<file path="src/hdl/icache_pkg.sv">
package icache_pkg;

    // address split: tag | index | byte offset
    localparam int ADDR_W  = 32;
    localparam int DATA_W  = 32;
    localparam int OFFS_W  = 2;
    localparam int INDEX_W = 4;
    localparam int LINES   = 1 << INDEX_W;
    localparam int TAG_W   = ADDR_W - INDEX_W - OFFS_W;

    // backing memory, word addressed from bits 11..2
    localparam int MEM_AW    = 10;
    localparam int MEM_WORDS = 1 << MEM_AW;

    // wait cycles between request and response
    localparam int MEM_LAT = 3;
    localparam int LAT_W   = $clog2(MEM_LAT + 1);

    // statistics
    localparam int CNT_W = 16;

    typedef enum logic [1:0]
    {
        IDLE,
        LOOKUP,
        ALLOCATE
    } ctrl_state_t;

endpackage

</file>
<file path="src/hdl/icache_array.sv">
module icache_array
    import icache_pkg::*;
(
    input  logic               clk,
    input  logic               rst,
    input  logic               flush,

    input  logic [INDEX_W-1:0] rd_index,
    output logic               rd_valid,
    output logic [TAG_W-1:0]   rd_tag,
    output logic [DATA_W-1:0]  rd_data,

    input  logic               fill_en,
    input  logic [INDEX_W-1:0] fill_index,
    input  logic [TAG_W-1:0]   fill_tag,
    input  logic [DATA_W-1:0]  fill_data
);

    logic [LINES-1:0]  valid_q;
    logic [TAG_W-1:0]  tag_mem  [LINES];
    logic [DATA_W-1:0] data_mem [LINES];

    // valid bits, flush takes priority over a fill
    always_ff @(posedge clk)
    begin
        if (rst || flush)
        begin
            valid_q <= '0;
        end
        else if (fill_en)
        begin
            valid_q[fill_index] <= 1'b1;
        end
    end

    always_ff @(posedge clk)
    begin
        if (fill_en)
        begin
            tag_mem[fill_index]  <= fill_tag;
            data_mem[fill_index] <= fill_data;
        end
    end

    // lookup port, combinational
    always_comb
    begin
        rd_valid = valid_q[rd_index];
        rd_tag   = tag_mem[rd_index];
        rd_data  = data_mem[rd_index];
    end

endmodule

</file>
<file path="config.mk">
export PLATFORM = sky130hd
export DESIGN_NAME = icache_array
export DESIGN_NICKNAME = d
export VERILOG_FILES = /design/src/hdl/icache_pkg.sv /design/src/hdl/icache_array.sv
export SDC_FILE = /design/constraint.sdc
export NUM_CORES = 1
export LEC_CHECK = 0
export BUFFER_PORTS_ARGS = -buffer_cell sky130_fd_sc_hd__buf_4
export CAP_MARGIN = 20
export CORE_ASPECT_RATIO = 0.7
export CORE_MARGIN = 5
export CORE_UTILIZATION = 66
export CTS_CLUSTER_SIZE = 8
export DETAILED_ROUTE_END_ITERATION = 16
export PLACE_DENSITY = 0.82
export SYNTH_ARGS = -nofsm -noshare
export SYNTH_HDL_FRONTEND = slang
export SYNTH_SLANG_ARGS = --single-unit
</file>
<file path="constraint.sdc">
create_clock -name clk -period 13.5 [get_ports clk]
set_input_delay 0.675 -clock clk [delete_from_list [all_inputs] [get_ports clk]]
set_output_delay 0.675 -clock clk [all_outputs]
set_load 0.03 [all_outputs]
</file>
==> results.json <==
{
  "outcome": "finished clean",
  "cts-root-buf": "clkbuf_16",
  "worst_clock_skew_ns": 0,
  "nFillCells": 2509,
  "start_util": 0.671,
  "core_sq_um": 52600,
  "grt_pass1_vias": 18400,
  "grt_max_degree": 122,
  "power_mw": 6.66,
  "drc": 0,
  "synthCells": 1481,
  "worst_slack_ns": 8.55,
  "min_period_ns": 4.95,
  "antenna_found_initial": 3,
  "power_density_nw_per_um2": 163,
  "nets": 1775,
  "syn_area_sq_um": 35200,
  "avgViaCountPerCell": 7.07,
  "place_ws_ns": 8.47,
  "vias": 17100,
  "drv_slew": 0,
  "critical_path_class": "in2out",
  "min_period_over_period": 0.366,
  "clock-sinks": 944,
  "cts_hold_buf": 0,
  "final_core_util": 0.779,
  "cp-end-kind": "output pin",
  "routed_wirelength_mm": 83.7,
  "fin_tns_setup_ns": 0,
  "port-buffer-count": 128,
  "ys_types": 18,
  "multi_input_comb_area_sq_um": 6810,
  "avgSynthCellArea_sq_um": 23.8,
  "die_w_um": 286,
  "drive_above_1_share": 0.327,
  "grt_pass1_wl_mm": 123,
  "hpwl_mm": 34.7,
  "max_freq_mhz": 202,
  "cts_made_buffers": 135,
  "insertion_delay_ns": 0.66,
  "critPathLaunchType": "primary input",
  "syn_nets": 1551,
  "ios": 129,
  "rows": 70,
  "postCtsSetupRepairBufs": 0,
  "worstMarginPinSlew_ns": 1.13,
  "area_growth_syn_to_layout_pct": 16.2,
  "ys.warnings.count": 0,
  "cts_buffer_depth": 3,
  "slew_headroom": 0.250,
  "detail-route-antenna-nets": 0,
  "h-tree-depth": 4,
  "track_usage": 0.294,
  "drtIter0Drc": 2560,
  "regArea_sq_um": 28200,
  "hold_viol": 0,
  "maxCapViolCount": 0,
  "critPathMaxFanout": 121,
  "grt-ovfl-total": 0,
  "ys_seq_area_frac": 0.800,
  "cts_tree": "yes",
  "p_leak_nw": 13.3,
  "finalWeightedCongestion": 0.716,
  "setup_viol": 0,
  "cp.arrival_ns": 4.27,
  "ir_worst_vdd_v": 0.000106,
  "drt_first_pass_iters": 5,
  "cts-resized-gates": 0,
  "hp-class": "in2reg",
  "die_h_um": 203,
  "rsz0062_at_grt": "false",
  "wl_per_cell_um": 34.5,
  "die-area_sq_um": 58200,
  "cp.required_ns": 12.82,
  "path_clk_slew_ns": 0.06,
  "synth-seq-cells": 944
}
## worst max-delay path, cell delays in order
cell	delay (ns)
buf_8	0.60
buf_12	0.74
buf_4	0.77
mux4_2	0.62
a22oi_1	0.22
nand2_1	0.18
buf_4	0.21
## cells by family after synthesis
logic type | Yosys count | synth area share
flip-flops | 944 | 0.800
AND/OR/NAND/NOR | 87 | 0.0102
multiplexers | 236 | 0.151
buffers and inverters | 80 | 0.0107
AO/OA/AOI/OAI | 134 | 0.0285
## Yosys cell counts
library cell  count  area share
nor3_1            4     0.00057
nand2b_1          2     0.00035
nand2_1          60      0.0064
a22oi_1         118       0.025
dfxtp_1          16      0.0091
buf_6             5      0.0016
nor2b_1           2     0.00035
edfxtp_1        928        0.79
clkbuf_1         39      0.0042
buf_2            32      0.0045
buf_1             4     0.00043
or3b_2            1     0.00025
mux4_2          236        0.15
o21a_1           16      0.0034
nand3_1           1     0.00014
and2_1            1     0.00018
nand3b_1          2     0.00043
nor2_1           14      0.0015
## layer usage
| metal | vias to the layer above | wire (um) | part of all wire | global-route usage |
|---|---|---|---|---|
| met4 | 4 | 2230 | 0.027 | 0.0900 |
| li1 | 6789 | - | - | - |
| met2 | 1177 | 42600 | 0.51 | 0.488 |
| met3 | 173 | 8640 | 0.10 | 0.0683 |
| met5 | - | 24 | 0.00029 | 0 |
| met1 | 8998 | 30100 | 0.36 | 0.402 |
## final timing paths
check / start / to / slack [ns] / depth (start not counted)
max: rd_index[0] / rd_data[10] / 8.55 / 7
min: fill_tag[14] / tag_mem[11][14] / 0.30 / 1
max reg2reg: valid_q[11] / valid_q[11] / 12.87 / 1
min reg2reg: valid_q[4] / valid_q[4] / 0.46 / 1
## cells in the final DEF, fill, tap and decap left out, types with 4 or more instances in the layout
cell type | Yosys | layout
a22oi_1 | 118 | 118
buf_16 | 0 | 5
nor3_2 | 0 | 4
buf_4 | 0 | 156
edfxtp_1 | 928 | 928
mux4_2 | 236 | 236
clkbuf_1 | 39 | 25
nor2_4 | 0 | 13
dfxtp_1 | 16 | 16
buf_12 | 0 | 4
nand2_1 | 60 | 60
o21a_1 | 16 | 16
clkbuf_16 | 0 | 143
## state kept, by name, indices dropped and copies added (netlist names)
name	flops
data_mem	512
tag_mem	416
valid_q	16
## final cells by class
type                       instances  share of cell area
antenna                            2            0.000122
tap                              684              0.0209
sequential                       944               0.688
timing repair buffer             167              0.0346
multi-input combinational        457               0.166
clock inverter                     1            0.000214
clock buffer                     168              0.0897
## power by group
group | switching (mW) | leakage (nW) | total, mW | internal, mW
Sequential | 0.0171 | 8.51 | 3.30 | 3.29
Combinational | 0.221 | 2.95 | 0.360 | 0.138
Clock | 1.13 | 1.80 | 3.00 | 1.87
Total | 1.37 | 13.3 | 6.66 | 5.29
## through the flow
stage	hold WS [ns]	std cells	cell area [sq um]
floorplan	0.435	1481	35200
global placement	0.441	2243	37100
detailed placement	0.453	2243	37100
CTS	0.264	2412	40800
global route	0.278	2421	41000
finish	0.300	2423	41000
(Power assumes the default switching activity.)
