--- config.mk ---
export PLATFORM = sky130hd
export DESIGN_NAME = icache_ctrl
export DESIGN_NICKNAME = d
export VERILOG_FILES = /design/src/hdl/icache_pkg.sv /design/src/hdl/icache_ctrl.sv
export SDC_FILE = /design/constraint.sdc
export NUM_CORES = 1
export LEC_CHECK = 0
export BUFFER_PORTS_ARGS = -buffer_cell sky130_fd_sc_hd__buf_2
export CAP_MARGIN = 10
export CORE_MARGIN = 2
export CORE_UTILIZATION = 25
export DETAILED_ROUTE_END_ITERATION = 6
export GPL_TIMING_DRIVEN = 0
export PLACE_DENSITY = 0.61
export RECOVER_POWER = 25
export SYNTH_ARGS = -nofsm -noshare
export SYNTH_HDL_FRONTEND = slang
export SYNTH_SLANG_ARGS = --single-unit
--- constraint.sdc ---
create_clock -name clk -period 2.55 [get_ports clk]
set_clock_uncertainty 0.1 [all_clocks]
set_input_delay 0 -clock clk [delete_from_list [all_inputs] [get_ports clk]]
set_output_delay 0 -clock clk [all_outputs]
set_load 0.005 [all_outputs]
--- src/hdl/icache_pkg.sv ---
package icache_pkg;

    // address split: tag | index | byte offset
    localparam int ADDR_W  = 32;
    localparam int DATA_W  = 32;
    localparam int OFFS_W  = 2;
    localparam int INDEX_W = 4;
    localparam int LINES   = 1 << INDEX_W;
    localparam int TAG_W   = ADDR_W - INDEX_W - OFFS_W;

    // backing memory, word addressed from bits 11..2
    localparam int MEM_AW    = 10;
    localparam int MEM_WORDS = 1 << MEM_AW;

    // wait cycles between request and response
    localparam int MEM_LAT = 3;
    localparam int LAT_W   = $clog2(MEM_LAT + 1);

    // statistics
    localparam int CNT_W = 16;

    typedef enum logic [1:0]
    {
        IDLE,
        LOOKUP,
        ALLOCATE
    } ctrl_state_t;

endpackage

--- src/hdl/icache_ctrl.sv ---
module icache_ctrl
    import icache_pkg::*;
(
    input  logic               clk,
    input  logic               rst,

    // cpu side
    input  logic [ADDR_W-1:0]  cpu_req_addr,
    input  logic               cpu_req_valid,
    output logic [DATA_W-1:0]  cpu_req_data,
    output logic               cpu_req_ready,

    // array lookup
    output logic [INDEX_W-1:0] rd_index,
    input  logic               rd_valid,
    input  logic [TAG_W-1:0]   rd_tag,
    input  logic [DATA_W-1:0]  rd_data,

    // array fill
    output logic               fill_en,
    output logic [INDEX_W-1:0] fill_index,
    output logic [TAG_W-1:0]   fill_tag,
    output logic [DATA_W-1:0]  fill_data,

    // memory side
    output logic [ADDR_W-1:0]  mem_req_addr,
    output logic               mem_req_valid,
    input  logic [DATA_W-1:0]  mem_req_data,
    input  logic               mem_req_ready,

    output logic [CNT_W-1:0]   hit_count,
    output logic [CNT_W-1:0]   miss_count
);

    ctrl_state_t state, state_next;

    logic [TAG_W-1:0]   req_tag;
    logic [INDEX_W-1:0] req_index;
    logic               hit;
    logic               refill;

    assign req_tag   = cpu_req_addr[ADDR_W-1 -: TAG_W];
    assign req_index = cpu_req_addr[OFFS_W +: INDEX_W];

    assign rd_index = req_index;
    assign hit      = rd_valid && (rd_tag == req_tag);

    // answer straight from the array in the lookup cycle
    assign cpu_req_ready = (state == LOOKUP) && hit;
    assign cpu_req_data  = rd_data;

    always_ff @(posedge clk)
    begin
        if (rst)
        begin
            state <= IDLE;
        end
        else
        begin
            state <= state_next;
        end
    end

    always_comb
    begin
        state_next = state;
        case (state)
            IDLE:     state_next = cpu_req_valid ? LOOKUP : IDLE;
            LOOKUP:   state_next = hit ? IDLE : ALLOCATE;
            ALLOCATE: state_next = mem_req_ready ? LOOKUP : ALLOCATE;
            default:  state_next = IDLE;
        endcase
    end

    // memory request, up from allocate entry until the response
    always_ff @(posedge clk)
    begin
        if (rst)
        begin
            mem_req_valid <= 1'b0;
        end
        else if (state == LOOKUP && !hit)
        begin
            mem_req_valid <= 1'b1;
        end
        else if (state == ALLOCATE && mem_req_ready)
        begin
            mem_req_valid <= 1'b0;
        end
    end

    // word-aligned line address, held for the whole miss
    always_ff @(posedge clk)
    begin
        if (state == LOOKUP && !hit)
        begin
            mem_req_addr <= {req_tag, req_index, {OFFS_W{1'b0}}};
        end
    end

    assign fill_en    = (state == ALLOCATE) && mem_req_ready;
    assign fill_index = mem_req_addr[OFFS_W +: INDEX_W];
    assign fill_tag   = mem_req_addr[ADDR_W-1 -: TAG_W];
    assign fill_data  = mem_req_data;

    // lookup after a fill belongs to the miss already counted
    always_ff @(posedge clk)
    begin
        if (rst)
        begin
            refill <= 1'b0;
        end
        else if (fill_en)
        begin
            refill <= 1'b1;
        end
        else if (state == LOOKUP)
        begin
            refill <= 1'b0;
        end
    end

    always_ff @(posedge clk)
    begin
        if (rst)
        begin
            hit_count  <= '0;
            miss_count <= '0;
        end
        else if (state == LOOKUP)
        begin
            if (!hit)
            begin
                miss_count <= miss_count + 1'b1;
            end
            else if (!refill)
            begin
                hit_count <= hit_count + 1'b1;
            end
        end
    end

endmodule

==> report_table.html <==
<table>
<tr><th>Metric</th><th>Value</th></tr>
<tr><th colspan="2">Detailed routing</th></tr>
<tr><td>Remaining DRCs</td><td>0</td></tr>
<tr><td>Detailed-route wire length</td><td>11.3 mm</td></tr>
<tr><td>Antenna viol nets, final</td><td>0</td></tr>
<tr><td>Detail-routed via count per cell</td><td>4.27</td></tr>
<tr><td>Starting DRT DRC Count</td><td>141</td></tr>
<tr><td>Wire length per cell after detailed routing</td><td>13.2 um</td></tr>
<tr><td>Total number of vias</td><td>3,635</td></tr>
<tr><td>Length of the first detailed-routing pass in iterations</td><td>4</td></tr>
<tr><th colspan="2">Power and ir drop</th></tr>
<tr><td>Power per cell area</td><td>about 470 nW/um^2</td></tr>
<tr><td>Switching Fraction</td><td>between 20% and 30%</td></tr>
<tr><td>Switching Power</td><td>0.644 mW</td></tr>
<tr><td>Power share of the combinational group</td><td>approximately 16%</td></tr>
<tr><td>Worst IR drop on VDD</td><td>approximately 290 uV</td></tr>
<tr><td>Clock power share</td><td>between 40% and 50%</td></tr>
<tr><td>Int Pwr</td><td>2.05 mW</td></tr>
<tr><td>Sequential cell fraction of total power</td><td>between 40% and 50%</td></tr>
<tr><td>Static leakage</td><td>around 2.7 nW</td></tr>
<tr><th colspan="2">Die</th></tr>
<tr><td>Starting density of the core</td><td>around a quarter</td></tr>
<tr><td>Area inside the core boundary</td><td>approximately 15,000 sq um</td></tr>
<tr><td>Die Ht</td><td>around 130 um</td></tr>
<tr><td>Die Area</td><td>around 16,000 sq um</td></tr>
<tr><td>I/O pin total</td><td>292</td></tr>
<tr><td>Number of core rows</td><td>44</td></tr>
<tr><td>X dimension of the die</td><td>about 130 um</td></tr>
<tr><th colspan="2">CTS</th></tr>
<tr><td>Clock root buffer master</td><td>sky130_fd_sc_hd__clkbuf_16</td></tr>
<tr><td>Maximum buffer depth of the clock tree</td><td>2</td></tr>
<tr><td>Clock edge transition at the registers on the reported setup and hold paths</td><td>approximately 0.06 ns</td></tr>
<tr><td>Sinks on the clock net</td><td>66</td></tr>
<tr><td>Clock tree from TritonCTS</td><td>done</td></tr>
<tr><td>Worst-Skew Late Latency</td><td>0.32 ns</td></tr>
<tr><td>H-tree levels</td><td>3</td></tr>
<tr><td>TritonCTS buffer count</td><td>9</td></tr>
<tr><th colspan="2">Synth</th></tr>
<tr><td>Share of the synthesized area in the top cell type</td><td>between 20% and 30%</td></tr>
<tr><td>EDFF count, synth</td><td>30</td></tr>
<tr><td>Cell accounting for the most synthesized area</td><td>sky130_fd_sc_hd__edfxtp_1</td></tr>
<tr><td>Number of synthesized register bits</td><td>66</td></tr>
<tr><td>Largest cells by area after synthesis</td><td>sky130_fd_sc_hd__edfxtp_1 (24%), sky130_fd_sc_hd__buf_4 (20%), sky130_fd_sc_hd__dfxtp_1 (19%)</td></tr>
<tr><td>Post-Syn Area</td><td>between 3000 and 4000 sq um</td></tr>
<tr><td>Count of different cell masters after synthesis</td><td>45</td></tr>
<tr><td>Syn_area_per_cell</td><td>roughly 9.6 sq um</td></tr>
<tr><td>Ys flop type</td><td>sky130_fd_sc_hd__dfxtp_1</td></tr>
<tr><td>Gate count after technology mapping</td><td>between 300 and 400</td></tr>
<tr><td>Number of warning messages in the yosys log</td><td>0</td></tr>
<tr><td>Fraction of registers with async set or reset after synthesis</td><td>0%</td></tr>
<tr><td>Post-synthesis sequential area ratio</td><td>43.0%</td></tr>
<tr><th colspan="2">Timing</th></tr>
<tr><td>Headroom to the max-slew limit</td><td>about half</td></tr>
<tr><td>Minimum clock period after layout</td><td>approximately 2.3 ns</td></tr>
<tr><td>Period utilisation layout</td><td>89.4%</td></tr>
<tr><td>Finish-stage setup viols</td><td>0</td></tr>
<tr><td>Worst hold-check slack</td><td>around 0.070 ns</td></tr>
<tr><td>Upper clock frequency limit</td><td>0.439 GHz</td></tr>
<tr><td>Measured slew at the worst slew-check pin</td><td>0.758 ns</td></tr>
<tr><td>Hold Vio Cnt, Final</td><td>0</td></tr>
<tr><td>Number of slew-limit violations in the final report</td><td>0</td></tr>
<tr><td>RSZ-0062 raised after global routing</td><td>false</td></tr>
<tr><th colspan="2">Outcome</th></tr>
<tr><td>Status</td><td>finished, final reports clean</td></tr>
<tr><th colspan="2">Layout</th></tr>
<tr><td>Layout overhead on the synthesized area</td><td>52.7%</td></tr>
<tr><td>Commonest non-fill, non-tap cell in the layout</td><td>sky130_fd_sc_hd__buf_2</td></tr>
<tr><td>Combined area of the multi-input logic cells</td><td>between 1000 and 1500 sq um</td></tr>
<tr><td>Nets</td><td>approximately 800</td></tr>
<tr><td>Leading cell types in the layout, fill and taps excluded</td><td>sky130_fd_sc_hd__buf_2 (206), sky130_fd_sc_hd__buf_4 (54), sky130_fd_sc_hd__clkbuf_4 (47)</td></tr>
<tr><td>Count of filler cells inserted in the layout</td><td>1,472</td></tr>
<tr><td>Layout cells sized above 1</td><td>51.5%</td></tr>
<tr><td>Inserted Diodes</td><td>0</td></tr>
<tr><td>Sequential Area</td><td>between 1500 and 2000 sq um</td></tr>
<tr><td>Utilization after layout</td><td>39.4%</td></tr>
<tr><th colspan="2">GRT</th></tr>
<tr><td>Global-route wire length before repair</td><td>between 15 and 20 mm</td></tr>
<tr><td>Pin count of the biggest net entering global routing</td><td>16</td></tr>
<tr><td>Overall routing resource usage</td><td>about an eighth</td></tr>
<tr><td>Number of antenna violations at the first check in global routing</td><td>0</td></tr>
<tr><td>Vias in the first global route</td><td>3,224</td></tr>
<tr><td>GRT Residual Overflow</td><td>0</td></tr>
<tr><th colspan="2">Setup path</th></tr>
<tr><td>Critical Path Source Type</td><td>register</td></tr>
<tr><td>Critical Path Most Common Cell</td><td>sky130_fd_sc_hd__clkbuf_1</td></tr>
<tr><td>Arrival time worst endpoint</td><td>approximately 2.4 ns</td></tr>
<tr><td>CP cell instances</td><td>and3_1, clkbuf_1, nand2_1, nor3_1, and4_1, clkbuf_1, nand3_1, mux2_2</td></tr>
<tr><td>Crit-path slowest cell</td><td>sky130_fd_sc_hd__dfxtp_1</td></tr>
<tr><td>Category of cells accounting for the largest share of critical-path delay</td><td>simple AND/OR/NAND/NOR gates</td></tr>
<tr><td>Required @ worst endpoint</td><td>roughly 2.7 ns</td></tr>
<tr><td>Worst Path Max Fanout</td><td>10</td></tr>
<tr><td>Critical path type</td><td>register to register</td></tr>
<tr><td>Buffering stage count on the worst path with inverters included</td><td>2</td></tr>
<tr><td>Category of the worst setup path capture point</td><td>register</td></tr>
<tr><td>Delay of the slowest cell on the worst path</td><td>around 0.41 ns</td></tr>
<tr><th colspan="2">Place</th></tr>
<tr><td>Post-DP HPWL</td><td>8.79 mm</td></tr>
<tr><td>GP Congestion</td><td>between 0.8 and 0.9</td></tr>
<tr><td>Buffers on Ports</td><td>roughly 220</td></tr>
<tr><th colspan="2">Job</th></tr>
<tr><td>Max Cap Violations</td><td>0</td></tr>
<tr><th colspan="2">Hold path</th></tr>
<tr><td>Class of the tightest hold or removal check</td><td>input pin to output pin</td></tr>
</table>
-- stage by stage --
| stage | setup TNS, ns | cell area (sq um) | std cells | setup WS [ns] | power, mW |
|---|---|---|---|---|---|
| 2_1_floorplan | 0 | 3780 | 394 | 0.283 | 1.39 |
| 3_3_place_gp | -29.14 | 5120 | 800 | -0.888 | 1.58 |
| 3_5_place_dp | -27.98 | 5120 | 800 | -0.860 | 1.58 |
| 4_1_cts | 0 | 5760 | 851 | 0.0284 | 2.74 |
| 5_1_grt | 0 | 5760 | 852 | 0.0310 | 2.83 |
| 6_report | 0 | 5760 | 852 | 0.271 | 2.70 |
-- cell usage after synthesis, types with 6 or more instances --
cell type,instances
sky130_fd_sc_hd__and3_1,6
sky130_fd_sc_hd__nand4_1,10
sky130_fd_sc_hd__buf_4,101
sky130_fd_sc_hd__o21ai_0,9
sky130_fd_sc_hd__a21oi_1,19
sky130_fd_sc_hd__mux2_2,8
sky130_fd_sc_hd__xor2_1,6
sky130_fd_sc_hd__clkbuf_1,7
sky130_fd_sc_hd__nor2_1,22
sky130_fd_sc_hd__xnor2_1,12
sky130_fd_sc_hd__dfxtp_1,36
sky130_fd_sc_hd__nand3_1,9
sky130_fd_sc_hd__nor2b_1,10
sky130_fd_sc_hd__or3_1,8
sky130_fd_sc_hd__nand2_1,15
sky130_fd_sc_hd__inv_1,21
sky130_fd_sc_hd__nand2b_1,9
sky130_fd_sc_hd__edfxtp_1,30
-- final cells by class --
cell class	instances	share of cell area, %
clock buffer	9	3.91
clock inverter	7	0.630
buffer	109	13.7
inverter	21	1.43
timing repair inverter	1	0.130
multi-input combinational	198	22.7
timing repair buffer	257	25.3
tap	184	3.99
sequential	66	28.1
-- kinds of logic (layout without fill, tap and decap cells) --
| group | count (synthesis) | count (layout) | share of synthesized area (%) |
|---|---|---|---|
| AOI/OAI and AO/OA | 51 | 51 | 8.75 |
| and+or+nand+nor | 114 | 114 | 17.2 |
| DFF | 66 | 66 | 43.0 |
| other | 1 | 2 | 0.0993 |
| xor gates and xnor gates | 18 | 18 | 4.18 |
| muxes | 11 | 11 | 3.18 |
| buffers and inverters | 130 | 404 | 23.0 |
| adders and majority gates | 2 | 2 | 0.663 |
-- what timing repair did --
action | 4_1_cts | 5_1_grt
endpoints found under the hold margin | 33 | 0
setup buffers | 1 | 1
endpoints found under the setup margin | 30 | 15
hold buffers | 33 | 0
gates cloned | 1 | 0
resized for setup | 7 | 0
-- metal layers --
layer,global-route usage [%],up-vias,wire (um)
li1,-,1797,-
met1,14.0,1627,4250
met2,24.8,201,5780
met3,4.13,10,1110
met4,4.14,0,136
met5,0,-,0
-- power groups by stage --
stage,clock [mW],sequential [mW],combinational [mW]
floorplan,0,1.19,0.203
global placement,0,1.18,0.394
detailed placement,0,1.19,0.396
CTS,1.13,1.16,0.452
global route,1.18,1.17,0.484
finish,1.09,1.16,0.442
-- state kept, by name, indices dropped and copies added, names as in the netlist --
signal         cells
refill             1
hit_count         16
miss_count        16
state              2
mem_req_addr      30
mem_req_valid      1
-- worst paths after layout --
path | start | cells after the start | end | slack (ns)
worst max register to register | hit_count[2] | 8 | hit_count[15] | 0.27
worst min register to register | mem_req_valid | 2 | mem_req_valid | 0.36
worst max-delay path | hit_count[2] | 8 | hit_count[15] | 0.27
worst min-delay path | rd_data[0] | 2 | cpu_req_data[0] | 0.07
Note: power is estimated with default switching activity, not from simulation.
